[config.mk]
export PLATFORM = sky130hd
export DESIGN_NAME = core_pipe
export DESIGN_NICKNAME = d
export VERILOG_FILES = /design/src/source/pipe_pkg.sv /design/src/source/reg_file.sv /design/src/source/instr_decode.sv /design/src/source/id_ex_reg.sv /design/src/source/exec_unit.sv /design/src/source/result_reg.sv /design/src/source/core_pipe.sv
export SDC_FILE = /design/constraint.sdc
export NUM_CORES = 1
export LEC_CHECK = 0
export BUFFER_PORTS_ARGS = -buffer_cell sky130_fd_sc_hd__buf_2
export CAP_MARGIN = 15
export CORE_MARGIN = 4
export CORE_UTILIZATION = 58
export CTS_BUF_LIST = sky130_fd_sc_hd__clkbuf_2
export CTS_CLUSTER_SIZE = 24
export DETAILED_ROUTE_END_ITERATION = 10
export PLACE_DENSITY_LB_ADDON = 0.05
export SYNTH_ARGS = -nofsm -noshare
export SYNTH_HDL_FRONTEND = slang
export SYNTH_HIERARCHICAL = 1
export SYNTH_SLANG_ARGS = --single-unit
[constraint.sdc]
create_clock -name clk -period 14.17 [get_ports clk]
set_input_delay 1.417 -clock clk [delete_from_list [all_inputs] [get_ports clk]]
set_output_delay 1.417 -clock clk [all_outputs]
set_load 0.05 [all_outputs]
[src/source/pipe_pkg.sv]
package pipe_pkg;

    localparam int isa_width      = 32;    // data and pc width
    localparam int reg_addr_width = 3;     // register index width
    localparam int num_regs       = 8;     // r0 reads as zero
    localparam int imm_width      = 16;    // signed immediate in instr[15:0]
    localparam int opcode_width   = 4;

    // field positions in the instruction word
    localparam int opcode_lsb = 28;        // instr[31:28]
    localparam int dest_lsb   = 25;        // instr[27:25]
    localparam int src1_lsb   = 22;        // instr[24:22]
    localparam int src2_lsb   = 19;        // instr[21:19]

    typedef enum logic [opcode_width-1:0] {
        op_add  = 4'h0,
        op_sub  = 4'h1,
        op_and  = 4'h2,
        op_or   = 4'h3,
        op_xor  = 4'h4,
        op_slt  = 4'h5,                    // signed compare
        op_addi = 4'h6,                    // src1 + sext(imm)
        op_beq  = 4'h7,
        op_bne  = 4'h8,
        op_nop  = 4'hf
    } opcode_e;

    typedef enum logic [2:0] {
        alu_add = 3'd0,
        alu_sub = 3'd1,                    // also used for branch compare
        alu_and = 3'd2,
        alu_or  = 3'd3,
        alu_xor = 3'd4,
        alu_slt = 3'd5
    } alu_op_e;

    typedef struct packed {
        logic [isa_width-1:0] pc;
        logic [isa_width-1:0] instr;
    } fetch_t;                             // 64 bits from fetch

    typedef struct packed {
        logic                      valid;          // 0 marks a bubble
        logic [isa_width-1:0]      pc;
        alu_op_e                   alu_op;
        logic [isa_width-1:0]      operand_1;
        logic [isa_width-1:0]      operand_2;      // reg or sext imm
        logic [isa_width-1:0]      branch_offset;  // sext imm
        logic                      is_branch;
        logic                      branch_ne;      // 1 for bne
        logic                      reg_write;
        logic [reg_addr_width-1:0] dest;
    } id_ex_t;

    typedef struct packed {
        logic [isa_width-1:0]      pc;
        logic [reg_addr_width-1:0] dest;
        logic [isa_width-1:0]      value;
        logic                      reg_write;
        logic                      branch_taken;
        logic [isa_width-1:0]      target;         // pc + branch_offset
    } result_t;

endpackage

[src/source/reg_file.sv]
`timescale 1ns/1ps

module reg_file import pipe_pkg::*; (
    input  logic                      clk,
    input  logic                      rst_n,

    input  logic [reg_addr_width-1:0] rd_addr_1,   // from decode src1
    input  logic [reg_addr_width-1:0] rd_addr_2,   // from decode src2
    output logic [isa_width-1:0]      rd_data_1,
    output logic [isa_width-1:0]      rd_data_2,

    input  logic                      wr_en,       // from retire stage
    input  logic [reg_addr_width-1:0] wr_addr,
    input  logic [isa_width-1:0]      wr_data
);

    logic [isa_width-1:0] regs [num_regs];

    always_ff @(posedge clk) begin
        if (!rst_n) begin
            for (int i = 0; i < num_regs; i++) begin
                regs[i] <= '0;                     // every entry back to zero
            end
        end else if (wr_en && (wr_addr != '0)) begin
            regs[wr_addr] <= wr_data;              // r0 never written
        end
    end

    // asynchronous reads
    // r0 forced to zero even if the array holds something else
    always_comb begin
        if (rd_addr_1 == '0) begin
            rd_data_1 = '0;
        end else begin
            rd_data_1 = regs[rd_addr_1];
        end
    end

    always_comb begin
        if (rd_addr_2 == '0) begin
            rd_data_2 = '0;
        end else begin
            rd_data_2 = regs[rd_addr_2];
        end
    end

endmodule

[src/source/instr_decode.sv]
`timescale 1ns/1ps

module instr_decode import pipe_pkg::*; (
    input  logic                      in_valid,    // fetch handshake valid
    input  fetch_t                    in_data,

    output logic [reg_addr_width-1:0] rd_addr_1,   // to reg_file
    output logic [reg_addr_width-1:0] rd_addr_2,
    input  logic [isa_width-1:0]      rd_data_1,
    input  logic [isa_width-1:0]      rd_data_2,

    input  logic                      fwd_en,      // ex stage writes a reg
    input  logic [reg_addr_width-1:0] fwd_dest,
    input  logic [isa_width-1:0]      fwd_value,   // alu result in ex

    input  logic                      annul,       // taken branch in ex
    output id_ex_t                    decoded
);

    opcode_e                   opcode;
    logic [reg_addr_width-1:0] dest;
    logic [reg_addr_width-1:0] src1;
    logic [reg_addr_width-1:0] src2;
    logic [isa_width-1:0]      imm_ext;
    logic [isa_width-1:0]      reg_1;
    logic [isa_width-1:0]      reg_2;
    logic                      fwd_1;
    logic                      fwd_2;
    alu_op_e                   alu_op;
    logic                      is_branch;
    logic                      branch_ne;
    logic                      reg_write;
    logic                      use_imm;

    assign opcode  = opcode_e'(in_data.instr[opcode_lsb +: opcode_width]);
    assign dest    = in_data.instr[dest_lsb +: reg_addr_width];
    assign src1    = in_data.instr[src1_lsb +: reg_addr_width];
    assign src2    = in_data.instr[src2_lsb +: reg_addr_width];
    assign imm_ext = {{(isa_width-imm_width){in_data.instr[imm_width-1]}},
                      in_data.instr[imm_width-1:0]};

    assign rd_addr_1 = src1;
    assign rd_addr_2 = src2;

    // ex stage result bypasses the reg file, r0 never forwarded
    assign fwd_1 = fwd_en && (fwd_dest == src1) && (src1 != '0);
    assign fwd_2 = fwd_en && (fwd_dest == src2) && (src2 != '0);
    assign reg_1 = fwd_1 ? fwd_value : rd_data_1;
    assign reg_2 = fwd_2 ? fwd_value : rd_data_2;

    always_comb begin
        alu_op    = alu_add;                       // defaults give a nop
        is_branch = 1'b0;
        branch_ne = 1'b0;
        reg_write = 1'b0;
        use_imm   = 1'b0;
        case (opcode)
            op_add: begin
                reg_write = 1'b1;
            end
            op_sub: begin
                alu_op    = alu_sub;
                reg_write = 1'b1;
            end
            op_and: begin
                alu_op    = alu_and;
                reg_write = 1'b1;
            end
            op_or: begin
                alu_op    = alu_or;
                reg_write = 1'b1;
            end
            op_xor: begin
                alu_op    = alu_xor;
                reg_write = 1'b1;
            end
            op_slt: begin
                alu_op    = alu_slt;
                reg_write = 1'b1;
            end
            op_addi: begin
                use_imm   = 1'b1;                  // imm replaces src2
                reg_write = 1'b1;
            end
            op_beq: begin
                alu_op    = alu_sub;               // equal when difference is zero
                is_branch = 1'b1;
            end
            op_bne: begin
                alu_op    = alu_sub;
                is_branch = 1'b1;
                branch_ne = 1'b1;
            end
            default: begin                         // op_nop and unknown codes
            end
        endcase
    end

    always_comb begin
        decoded.valid         = in_valid & ~annul; // killed behind a taken branch
        decoded.pc            = in_data.pc;
        decoded.alu_op        = alu_op;
        decoded.operand_1     = reg_1;
        decoded.operand_2     = use_imm ? imm_ext : reg_2;
        decoded.branch_offset = imm_ext;
        decoded.is_branch     = is_branch;
        decoded.branch_ne     = branch_ne;
        decoded.reg_write     = reg_write & (dest != '0);  // r0 writes dropped here
        decoded.dest          = dest;
    end

endmodule

[src/source/id_ex_reg.sv]
`timescale 1ns/1ps

module id_ex_reg import pipe_pkg::*; (
    input  logic   clk,
    input  logic   rst_n,

    input  logic   stall,       // output side back-pressure
    input  logic   in_valid,    // an instruction is offered this cycle
    input  id_ex_t decoded,     // from instr_decode
    output id_ex_t ex           // to exec_unit and forwarding
);

    // valid is control state and always gets cleared on reset
    always_ff @(posedge clk) begin
        if (!rst_n) begin
            ex.valid <= 1'b0;                      // start with a bubble
        end else if (!stall) begin
            ex.valid <= in_valid & decoded.valid;  // annulled items become bubbles
        end
    end

    // payload follows decode on every accepted instruction
    // a bubble keeps the old payload since valid masks it downstream
    always_ff @(posedge clk) begin
        if (!rst_n) begin
            ex.pc            <= '0;
            ex.alu_op        <= alu_add;
            ex.operand_1     <= '0;
            ex.operand_2     <= '0;
            ex.branch_offset <= '0;
            ex.is_branch     <= 1'b0;
            ex.branch_ne     <= 1'b0;
            ex.reg_write     <= 1'b0;
            ex.dest          <= '0;
        end else if (!stall && in_valid) begin
            ex.pc            <= decoded.pc;
            ex.alu_op        <= decoded.alu_op;
            ex.operand_1     <= decoded.operand_1;
            ex.operand_2     <= decoded.operand_2;
            ex.branch_offset <= decoded.branch_offset;
            ex.is_branch     <= decoded.is_branch;
            ex.branch_ne     <= decoded.branch_ne;
            ex.reg_write     <= decoded.reg_write;
            ex.dest          <= decoded.dest;
        end
    end

endmodule

[src/source/exec_unit.sv]
`timescale 1ns/1ps

module exec_unit import pipe_pkg::*; (
    input  id_ex_t  ex,             // stage register contents
    output result_t result,         // to result_reg
    output logic    result_valid,
    output logic    branch_taken    // annuls the instruction in decode
);

    logic [isa_width-1:0] alu_out;
    logic                 slt_bit;
    logic                 zero;
    logic                 cond_met;

    assign slt_bit = $signed(ex.operand_1) < $signed(ex.operand_2);

    always_comb begin
        case (ex.alu_op)
            alu_add: alu_out = ex.operand_1 + ex.operand_2;
            alu_sub: alu_out = ex.operand_1 - ex.operand_2;
            alu_and: alu_out = ex.operand_1 & ex.operand_2;
            alu_or:  alu_out = ex.operand_1 | ex.operand_2;
            alu_xor: alu_out = ex.operand_1 ^ ex.operand_2;
            alu_slt: alu_out = {{(isa_width-1){1'b0}}, slt_bit};  // 0 or 1
            default: alu_out = ex.operand_1 + ex.operand_2;
        endcase
    end

    // branch sense
    // beq takes on a zero difference and bne on a nonzero one
    assign zero     = (alu_out == '0);
    assign cond_met = ex.branch_ne ? ~zero : zero;

    assign result_valid = ex.valid;
    assign branch_taken = ex.valid & ex.is_branch & cond_met;  // bubbles never branch

    always_comb begin
        result.pc           = ex.pc;
        result.dest         = ex.dest;
        result.value        = alu_out;             // also the forwarded value
        result.reg_write    = ex.reg_write;
        result.branch_taken = branch_taken;
        result.target       = ex.pc + ex.branch_offset;
    end

endmodule

[src/source/result_reg.sv]
`timescale 1ns/1ps

module result_reg import pipe_pkg::*; (
    input  logic    clk,
    input  logic    rst_n,

    input  logic    stall,          // out_valid high and out_ready low
    input  logic    result_valid,   // ex stage holds a live instruction
    input  result_t result,         // from exec_unit

    output logic    out_valid,      // result stream
    output result_t out_data,
    output logic    wr_en           // reg file write strobe
);

    // out_valid drops on an unstalled edge with nothing behind it
    always_ff @(posedge clk) begin
        if (!rst_n) begin
            out_valid <= 1'b0;
        end else if (!stall) begin
            out_valid <= result_valid;
        end
    end

    // held steady while the consumer is not ready
    always_ff @(posedge clk) begin
        if (!stall && result_valid) begin
            out_data <= result;
        end
    end

    // write-back on the same edge that retires the instruction
    // so a reader one cycle behind sees the new value in the reg file
    assign wr_en = ~stall & result_valid & result.reg_write & (result.dest != '0);

endmodule

[src/source/core_pipe.sv]
`timescale 1ns/1ps

module core_pipe import pipe_pkg::*; (
    input  logic    clk,
    input  logic    rst_n,

    input  logic    in_valid,       // fetch side
    output logic    in_ready,
    input  fetch_t  in_data,

    output logic    out_valid,      // retire side
    input  logic    out_ready,
    output result_t out_data
);

    logic                      stall;
    logic [reg_addr_width-1:0] rd_addr_1;
    logic [reg_addr_width-1:0] rd_addr_2;
    logic [isa_width-1:0]      rd_data_1;
    logic [isa_width-1:0]      rd_data_2;
    id_ex_t                    decoded;
    id_ex_t                    ex;
    result_t                   result;
    logic                      result_valid;
    logic                      branch_taken;
    logic                      wr_en;

    assign stall    = out_valid & ~out_ready;      // freezes every stage
    assign in_ready = ~stall;

    reg_file reg_file_i (
        .clk       (clk),
        .rst_n     (rst_n),
        .rd_addr_1 (rd_addr_1),
        .rd_addr_2 (rd_addr_2),
        .rd_data_1 (rd_data_1),
        .rd_data_2 (rd_data_2),
        .wr_en     (wr_en),
        .wr_addr   (result.dest),                  // write-back comes from the ex result
        .wr_data   (result.value)
    );

    instr_decode instr_decode_i (
        .in_valid  (in_valid),
        .in_data   (in_data),
        .rd_addr_1 (rd_addr_1),
        .rd_addr_2 (rd_addr_2),
        .rd_data_1 (rd_data_1),
        .rd_data_2 (rd_data_2),
        .fwd_en    (ex.valid & ex.reg_write),      // only a live writer forwards
        .fwd_dest  (ex.dest),
        .fwd_value (result.value),
        .annul     (branch_taken),
        .decoded   (decoded)
    );

    id_ex_reg id_ex_reg_i (
        .clk      (clk),
        .rst_n    (rst_n),
        .stall    (stall),
        .in_valid (in_valid),
        .decoded  (decoded),
        .ex       (ex)
    );

    exec_unit exec_unit_i (
        .ex           (ex),
        .result       (result),
        .result_valid (result_valid),
        .branch_taken (branch_taken)
    );

    result_reg result_reg_i (
        .clk          (clk),
        .rst_n        (rst_n),
        .stall        (stall),
        .result_valid (result_valid),
        .result       (result),
        .out_valid    (out_valid),
        .out_data     (out_data),
        .wr_en        (wr_en)
    );

endmodule

Word level (Yosys, flattened, before mapping)
Memory sizes are Yosys's and may differ from the RTL's. Index checks and enable logic that the tools add are counted.

Reduce and logical (&&, ||, !) cells: 20. Shifts and indexed selects: 0. Divide/modulo/power cells: 0. Equality and inequality tests: 15. Multiplexer cells: 19. Order comparisons: 1. Bitwise gates (word level): 17. Multiply operators: 0. $add $sub $neg: 3.

Operators with widths (count): $mux W32 (6); $pmux W32 S5 (1); $add A32 B32 Y32 (2); $and A32 B32 Y32 (1); $logic_not A32 Y1 (1); $lt A32 B32 Y1 (1); $or A32 B32 Y32 (1); $reduce_or A32 Y1 (1); $sub A32 B32 Y32 (1); $xor A32 B32 Y32 (1); $eq A4 B3 Y1 const B (4); $pmux W3 S5 (1); $reduce_bool A3 Y1 (4); $and A1 B1 Y1 (10); $mux W1 (10); $eq A4 B2 Y1 const B (2); $logic_and A1 B1 Y1 (7); $reduce_or A7 Y1 (1); $eq A3 B2 Y1 const B (2); $eq A3 B3 Y1 (2); $eq A3 B3 Y1 const B (2); $logic_not A3 Y1 (2); $eq A4 B1 Y1 const B (1); $eq A4 B4 Y1 const B (1); other kinds (7) (10).

Output and inout port bits: 103. Memory bits (read-only): 0. Memories kept: 1. Latch bits: 0. Register bits: 224. Logic and storage cells: 93. Bits in writable memories: 256. Input port bits: 68.

Memories: reg_file_i.regs (words 8, width 32, read ports 2, clocked after memory_dff 0, write ports 8, RTL line reg_file.sv:17) `logic [isa_width-1:0] regs [num_regs];`.

Depth between registers and ports, before layout
Gate-level depths: netlist (run 1).

Depth in word-level cells: 12. Depth in mapped cells: 20. Depth with buffers taken out: 19.

Cells and area by module
Netlist (run 1), hierarchy kept.

By module, submodules not included: reg_file (instances 1, seq. area each 6726.5 µm², cells an instance 882, area an instance 12385.6 µm²); exec_unit (instances 1, seq. area each 0.0 µm², cells an instance 1186, area an instance 7858.8 µm²); id_ex_reg (instances 1, seq. area each 2762.6 µm², cells an instance 599, area an instance 5662.9 µm²); result_reg (instances 1, seq. area each 3052.9 µm², cells an instance 106, area an instance 3090.5 µm²); instr_decode (instances 1, seq. area each 0.0 µm², cells an instance 268, area an instance 1814.2 µm²); core_pipe (instances 1, seq. area each 0.0 µm², cells an instance 3, area an instance 18.8 µm²).

Least setup slack after synthesis (run 1)
Ideal clock, no wire load.

Path type: input-to-reg. Start: input out_ready. End: memory reg_file_i.regs[6][0] (enable). Buffers on the path: 0. Stages: 5. Required time: 13704 ps. Arrival time: 5975 ps. Library setup time: 466 ps. Path slack: 7730 ps. Cell sequence: nor2b_1 -> nor2b_4 -> o311a_1 -> nand3_2 -> o21ai_0.

RTL lines: start, declared (RTL line core_pipe.sv:12) `input logic out_ready,`; end, declared (RTL line reg_file.sv:17).

==> results.sh, run 1 <==
export IMPL_via_per_inst=6.36
export IMPL_rsz0062_at_grt="false"
export IMPL_clk_insertion_delay_late_ns=1.18
export IMPL_fin_util_pct=60.8
export IMPL_cts_resized_gates=0
export IMPL_die_w_microns=239
export IMPL_clockRootBuffer="clkbuf_2"
export IMPL_worstPathCellList="inv_1 -> ha_1 -> nor2_1 -> a2111oi_0 -> o311ai_0 -> o21ai_2 -> a22oi_1 -> o2bb2ai_1 -> o21ai_0 -> nand4_1 -> nor3_1 -> nand4b_1 -> nor4_2 -> mux2i_1 -> nor2b_1 -> nand4b_1 -> nand2_1"
export IMPL_finalNetCount=3261
export IMPL_crit_path_max_incr_delay_ns=0.68
export IMPL_antenna_found_initial=3
export IMPL_slew_headroom_pct=19.5
export IMPL_crit_fanout=19
export IMPL_ir_drop_mv=0.0804
export IMPL_cp_slowest_cell="o21ai_2"
export IMPL_cpMostUsedCell="nand4b_1"
export IMPL_clock_sinks=464
export IMPL_core_sq_um=52600
export IMPL_critPathCaptureType="flop"
export IMPL_final_layout_size_suffix_gt1_share_pct=19.1
export IMPL_syn_area_sq_um=30800
export IMPL_yosysWarnings=6
export IMPL_min_path_type="reg -> reg"
export IMPL_rr_worst_depth=17
export IMPL_drt_initial_drc_count=2322
export IMPL_synth_edff_count=325
export IMPL_clock_path_buffers=3
export IMPL_firstDrtPassIters=6
export IMPL_grt_max_degree=150
export IMPL_setup_tns_ns=0
export IMPL_grt_ovfl_total=0
export IMPL_synth_seq_area_share_pct=40.7
export IMPL_power_mw=3.30
export IMPL_crit_family="simple AND/OR/NAND/NOR gates"
export IMPL_arrival_ns=6.70
export IMPL_ios=171
export IMPL_synth_seq_cells=464
export IMPL_num_rows=84
export IMPL_syn_inst=3044
export IMPL_setup_violations=0
export IMPL_grt_pass1_vias=23700
export IMPL_fmax_mhz=177
export IMPL_crit_required_ns=15.21
export IMPL_fillerInstances=4579
export IMPL_whs_path_depth=0
export IMPL_regToRegEndpoint="id_ex_reg_i/ex[137]$_SDFFE_PN0N_"
export IMPL_grt_pass1_wl_microns=142000
export IMPL_dieArea_sq_um=56900
export IMPL_layout_cells_most_common_list="nand2_1, edfxtp_1, mux2i_1"
export IMPL_maxCapViolCount=0
export IMPL_syn_area_per_cell_sq_um=10.1
export IMPL_area_growth_pct=3.64
export IMPL_min_from="id_ex_reg_i/ex[126]$_SDFFE_PN0P_"
export IMPL_skew_ns=0.118
export IMPL_start_util_pct=58.7
export IMPL_r2r_start="id_ex_reg_i/ex[50]$_SDFFE_PN0P_"
export IMPL_cts_buffers=120
export IMPL_ff_latch_area_sq_um=12500
export IMPL_gp_congestion=0.936
export IMPL_cts_tree="done"
export IMPL_final_common_cell="nand2_1"
export IMPL_whs_endpoint="result_reg_i/out_data[90]$_DFFE_PP_"
export IMPL_post_route_drc_count=0
export IMPL_status="complete, no violations"
export IMPL_fin_crit_ns=5.66
export IMPL_drtAntennaViolNets=0
export IMPL_critPathKind="reg -> reg"
export IMPL_cts_setup_buffers=0
export IMPL_synth_async_sr_flop_share_pct=0
export IMPL_multi_input_area_sq_um=15800
export IMPL_wl_per_cell_microns=24.6
export IMPL_synth_top_flop_cell="edfxtp_1"
export IMPL_die_y_microns=239
export IMPL_worstSetupStartpointType="flop"
export IMPL_finalHoldViolCount=0
export IMPL_htree_levels=3
export IMPL_pwr_density_cell_nw_per_um2=103
export IMPL_io_buffer_count=167
export IMPL_dpl_hpwl_microns=62100
export IMPL_synth_cell_type_count=100
export IMPL_worst_pin_slew_ns=1.20
export IMPL_syn_num_nets=3242
export IMPL_r2r_slack_ns=8.51
export IMPL_wl_microns=94800
export IMPL_vias=24500
export IMPL_fin_crit_sh_pct=39.9
export IMPL_slew_viol_final=0
export IMPL_clkTransAtPathRegs_ns=0.10
export IMPL_crit_buf_inv=1
export IMPL_grtUsageTotal_pct=32.4
export IMPL_p_leak_nw=13.1
export IMPL_hold_buffers=0
-- power breakdown --
group / internal [mW] / total, mW / switching, mW
combinational: 0.260 / 0.814 / 0.554
clock: 0.345 / 0.922 / 0.577
sequential: 1.52 / 1.56 / 0.0430
-- cells in the mapped netlist, types with 65 or more instances --
cell type	number	area (sq um)
nand2_1	351	1320
o21ai_0	109	546
dfxtp_1	139	2780
mux2_2	66	743
nor2_1	135	507
buf_2	74	370
and2_1	235	1470
clkbuf_1	69	259
a21oi_1	123	616
buf_4	127	953
edfxtp_1	325	9760
a221oi_2	65	976
mux2i_1	267	2670
a221oi_1	66	578
ha_1	127	1590
inv_1	114	428
-- worst max-delay path by stage --
stage / cells past startpoint / startpoint / to
floorplan: 5 / out_ready / reg_file_i/regs[6][0]$_SDFFCE_PN0P_
global placement: 16 / id_ex_reg_i/ex[47]$_SDFFE_PN0P_ / id_ex_reg_i/ex[137]$_SDFFE_PN0N_
detailed placement: 16 / id_ex_reg_i/ex[47]$_SDFFE_PN0P_ / id_ex_reg_i/ex[137]$_SDFFE_PN0N_
CTS: 16 / id_ex_reg_i/ex[47]$_SDFFE_PN0P_ / id_ex_reg_i/ex[137]$_SDFFE_PN0N_
global route: 17 / id_ex_reg_i/ex[50]$_SDFFE_PN0P_ / id_ex_reg_i/ex[137]$_SDFFE_PN0N_
finish: 17 / id_ex_reg_i/ex[50]$_SDFFE_PN0P_ / id_ex_reg_i/ex[137]$_SDFFE_PN0N_
-- cells by family after synthesis --
logic type,after synthesis,synth area share (%)
xor+xnor,37,1.05
buf+inv,439,8.71
flops,464,40.7
simple gates,958,15.5
fa+ha+maj,130,5.35
mux,366,12.3
compound gates,650,16.4
-- state kept, by name, summed over array words and instances, names as in the netlist --
| signal | count |
|---|---|
| id_ex_reg_i/ex | 138 |
| reg_file_i/regs | 224 |
| result_reg_i/out_data | 101 |
| result_reg_i/out_valid | 1 |
-- through the flow --
stage                     worst slack (ns)  area [sq um]  std cells  hold slack (ns)
after floorplan                       7.73         30800       3044            0.431
after global placement                8.61         30900       3629            0.448
after detailed placement              8.63         30900       3629            0.451
after CTS                             8.57         31900       3852            0.331
after global routing                  8.05         32000       3854            0.390
final                                 8.51         32000       3854            0.467
-- layout make-up --
cell class,count,share of cell area [%]
timing repair buffer,220,3.95
multi-input combinational,2141,49.3
antenna,2,0.0157
clock buffer,179,2.80
tap,688,2.69
inverter,116,1.36
clock inverter,44,0.607
sequential,464,39.3
-- worst register-to-register path: cells and delay by family, from the launching register on --
| kind | cells | cell delay, ns |
|---|---|---|
| fa+ha+maj | 1 | 0.63 |
| buf+inv | 1 | 0.08 |
| simple gates | 8 | 2.12 |
| compound gates | 6 | 2.07 |
| flops | 1 | 0.37 |
| mux | 1 | 0.32 |
-- layer usage --
metal	track usage, %	share of wire (%)	up-vias
li1	-	-	11200
met1	42.6	41	11900
met2	52.7	47	1188
met3	5.13	7.5	233
met4	15.8	5.3	2
met5	0	0.020	-
Power figures use the tool's default switching activity.
==> run 2, diff against run 1 <==
==> constraint.sdc (replaced) <==
create_clock -name clk -period 4.6 [get_ports clk]
set_input_delay 0.46 -clock clk [delete_from_list [all_inputs] [get_ports clk]]
set_output_delay 0.46 -clock clk [all_outputs]
set_load 0.05 [all_outputs]
==> results.sh, run 2 (synthesis gave the netlist of run 1 again) <==
export IMPL_grtUsageTotal_pct=33.4
export IMPL_reg_largest_list="reg_file_i/regs (224), id_ex_reg_i/ex (138), result_reg_i/out_data (101)"
export IMPL_io_buffer_count=167
export IMPL_crit_path_max_incr_delay_ns=0.50
export IMPL_worstSetupStartpointType="flop"
export IMPL_maxCapViolCount=0
export IMPL_rsz0062_at_grt="true"
export IMPL_ios=171
export IMPL_slew_headroom_pct=21.7
export IMPL_top_register="reg_file_i/regs"
export IMPL_crit_buf_inv=3
export IMPL_fin_area_sq_um=33500
export IMPL_post_route_drc_count=0
export IMPL_arrival_ns=5.65
export IMPL_grt_pass1_vias=24800
export IMPL_vias=25400
export IMPL_num_rows=84
export IMPL_gp_congestion=1.01
export IMPL_cpMostUsedCell="nor4_4"
export IMPL_cp_startpoint="id_ex_reg_i/ex[39]$_SDFFE_PN0P_"
export IMPL_grt_pass1_wl_microns=147000
export IMPL_final_setup_worst_slack_ns=-0.0488
export IMPL_finalNetCount=3429
export IMPL_status="complete, but fails checks"
export IMPL_worstPathCellList="inv_1 -> ha_1 -> a211oi_1 -> o21ai_0 -> a21oi_1 -> xnor2_1 -> o22ai_1 -> a211o_1 -> nor4_4 -> buf_4 -> nand4b_4 -> nor4_4 -> nand4b_1 -> nor4_4 -> buf_4 -> mux2i_2 -> nor2b_1 -> nand4b_1 -> nand2_1"
export IMPL_final_common_cell="nand2_1"
export IMPL_drt_initial_drc_count=2438
export IMPL_dieArea_sq_um=56900
export IMPL_setup_violations=1
export IMPL_violations="negative setup slack"
export IMPL_pwr_density_cell_nw_per_um2=313
export IMPL_critPathKind="reg -> reg"
export IMPL_finalHoldViolCount=0
export IMPL_fin_crit_ns=4.65
export IMPL_htree_levels=3
export IMPL_via_per_inst=6.33
export IMPL_slew_viol_final=0
export IMPL_die_w_microns=239
export IMPL_fmax_mhz=215
export IMPL_crit_fanout=5
export IMPL_firstDrtPassIters=6
export IMPL_die_y_microns=239
export IMPL_crit_required_ns=5.61
export IMPL_wl_per_cell_microns=24.5
export IMPL_fillerInstances=4366
export IMPL_worst_pin_slew_ns=1.17
export IMPL_antenna_found_initial=2
export IMPL_clk_insertion_delay_late_ns=1.19
export IMPL_largest_reg_flops=224
export IMPL_core_sq_um=52600
export IMPL_r2r_start="id_ex_reg_i/ex[39]$_SDFFE_PN0P_"
export IMPL_clockRootBuffer="clkbuf_2"
export IMPL_skew_ns=0.114
export IMPL_crit_family="compound AO/OA/AOI/OAI gates"
export IMPL_clock_path_buffers=3
export IMPL_layout_cells_most_common_list="nand2_1, edfxtp_1, mux2i_1"
export IMPL_p_leak_nw=13.9
export IMPL_start_util_pct=58.7
export IMPL_dpl_cell_area_sq_um=31600
export IMPL_wl_microns=98300
export IMPL_area_growth_pct=8.77
export IMPL_cp_slowest_cell="a21oi_1"
export IMPL_dpl_hpwl_microns=67400
export IMPL_grt_max_degree=90
export IMPL_setup_tns_ns=-0.0488
export IMPL_grt_ovfl_total=0
export IMPL_drtAntennaViolNets=0
export IMPL_fin_crit_sh_pct=101
export IMPL_critPathCaptureType="flop"
export IMPL_clock_sinks=464
export IMPL_power_mw=10.5
export IMPL_min_from="in_data[19]"
export IMPL_ir_drop_mv=0.220
export IMPL_final_layout_size_suffix_gt1_share_pct=21.7
export IMPL_cts_buffers=120
export IMPL_clkTransAtPathRegs_ns=0.11
export IMPL_min_path_type="in -> reg"
export IMPL_cts_tree="done"
run 2: cell count changes in the layout (fill, tap and decap cells not counted), sizes merged:
cell         change
buf            +102
bufinv           +2
clkbuf           -8
clkinv           -1
clkinvlp         -1
diode            +1
dlygate4sd3     +66
inv              -4
run 2: layer usage:
layer	up-vias	global-route usage (%)	routed length, microns
met1	12300	43.4	39400
met2	1293	55.1	46100
met4	0	14.8	4760
met5	-	0	0
li1	11500	-	-
met3	276	5.85	8040
run 2: worst paths after layout:
kind         slack (ns)  cells past startpoint                               end
min reg2reg        0.47                      2   id_ex_reg_i/ex[36]$_SDFFE_PN0P_
min                0.14                      7   id_ex_reg_i/ex[49]$_SDFFE_PN0P_
max reg2reg       -0.05                     19  id_ex_reg_i/ex[137]$_SDFFE_PN0N_
max               -0.05                     19  id_ex_reg_i/ex[137]$_SDFFE_PN0N_
run 2: worst min-delay path: cells and delay by family:
kind	cells	cell delay [ns]
multiplexers	2	0.25
buffers and inverters	1	0.22
AO/OA/AOI/OAI	2	0.19
AND/OR/NAND/NOR	2	0.15
run 2: where the power goes:
part	switching [mW]	internal [mW]
combinational	1.80	0.986
sequential	0.134	4.68
clock	1.76	1.12
run 2: what timing repair did:
item,in CTS,in global routing
pin swaps,0,3
setup buffers,0,2
hold buffers,66,0
endpoints found under the setup margin,2,9
hold endpoints to repair,184,0
resized for setup,3,29
run 2: cell type report:
cell class / count / area, sq um / share of cell area [%]
clock inverter: 40 / 226 / 0.675
sequential: 464 / 12500 / 37.4
tap: 688 / 861 / 2.57
clock buffer: 171 / 856 / 2.55
antenna: 3 / 7.51 / 0.0224
inverter: 116 / 435 / 1.30
timing repair buffer: 388 / 2700 / 8.05
multi-input combinational: 2141 / 15900 / 47.4
run 2: through the flow:
| step | hold slack [ns] | instances | util [%] | setup WS, ns |
|---|---|---|---|---|
| final | 0.145 | 4011 | 63.8 | -0.0488 |
| after global routing | 0.0213 | 4011 | 63.8 | -0.253 |
| after CTS | 0.0118 | 4006 | 63.5 | -0.163 |
| after detailed placement | 0.456 | 3729 | 60.2 | -0.169 |
| after global placement | 0.448 | 3729 | 60.2 | -0.126 |
| after floorplan | 0.431 | 3044 | - | -0.227 |
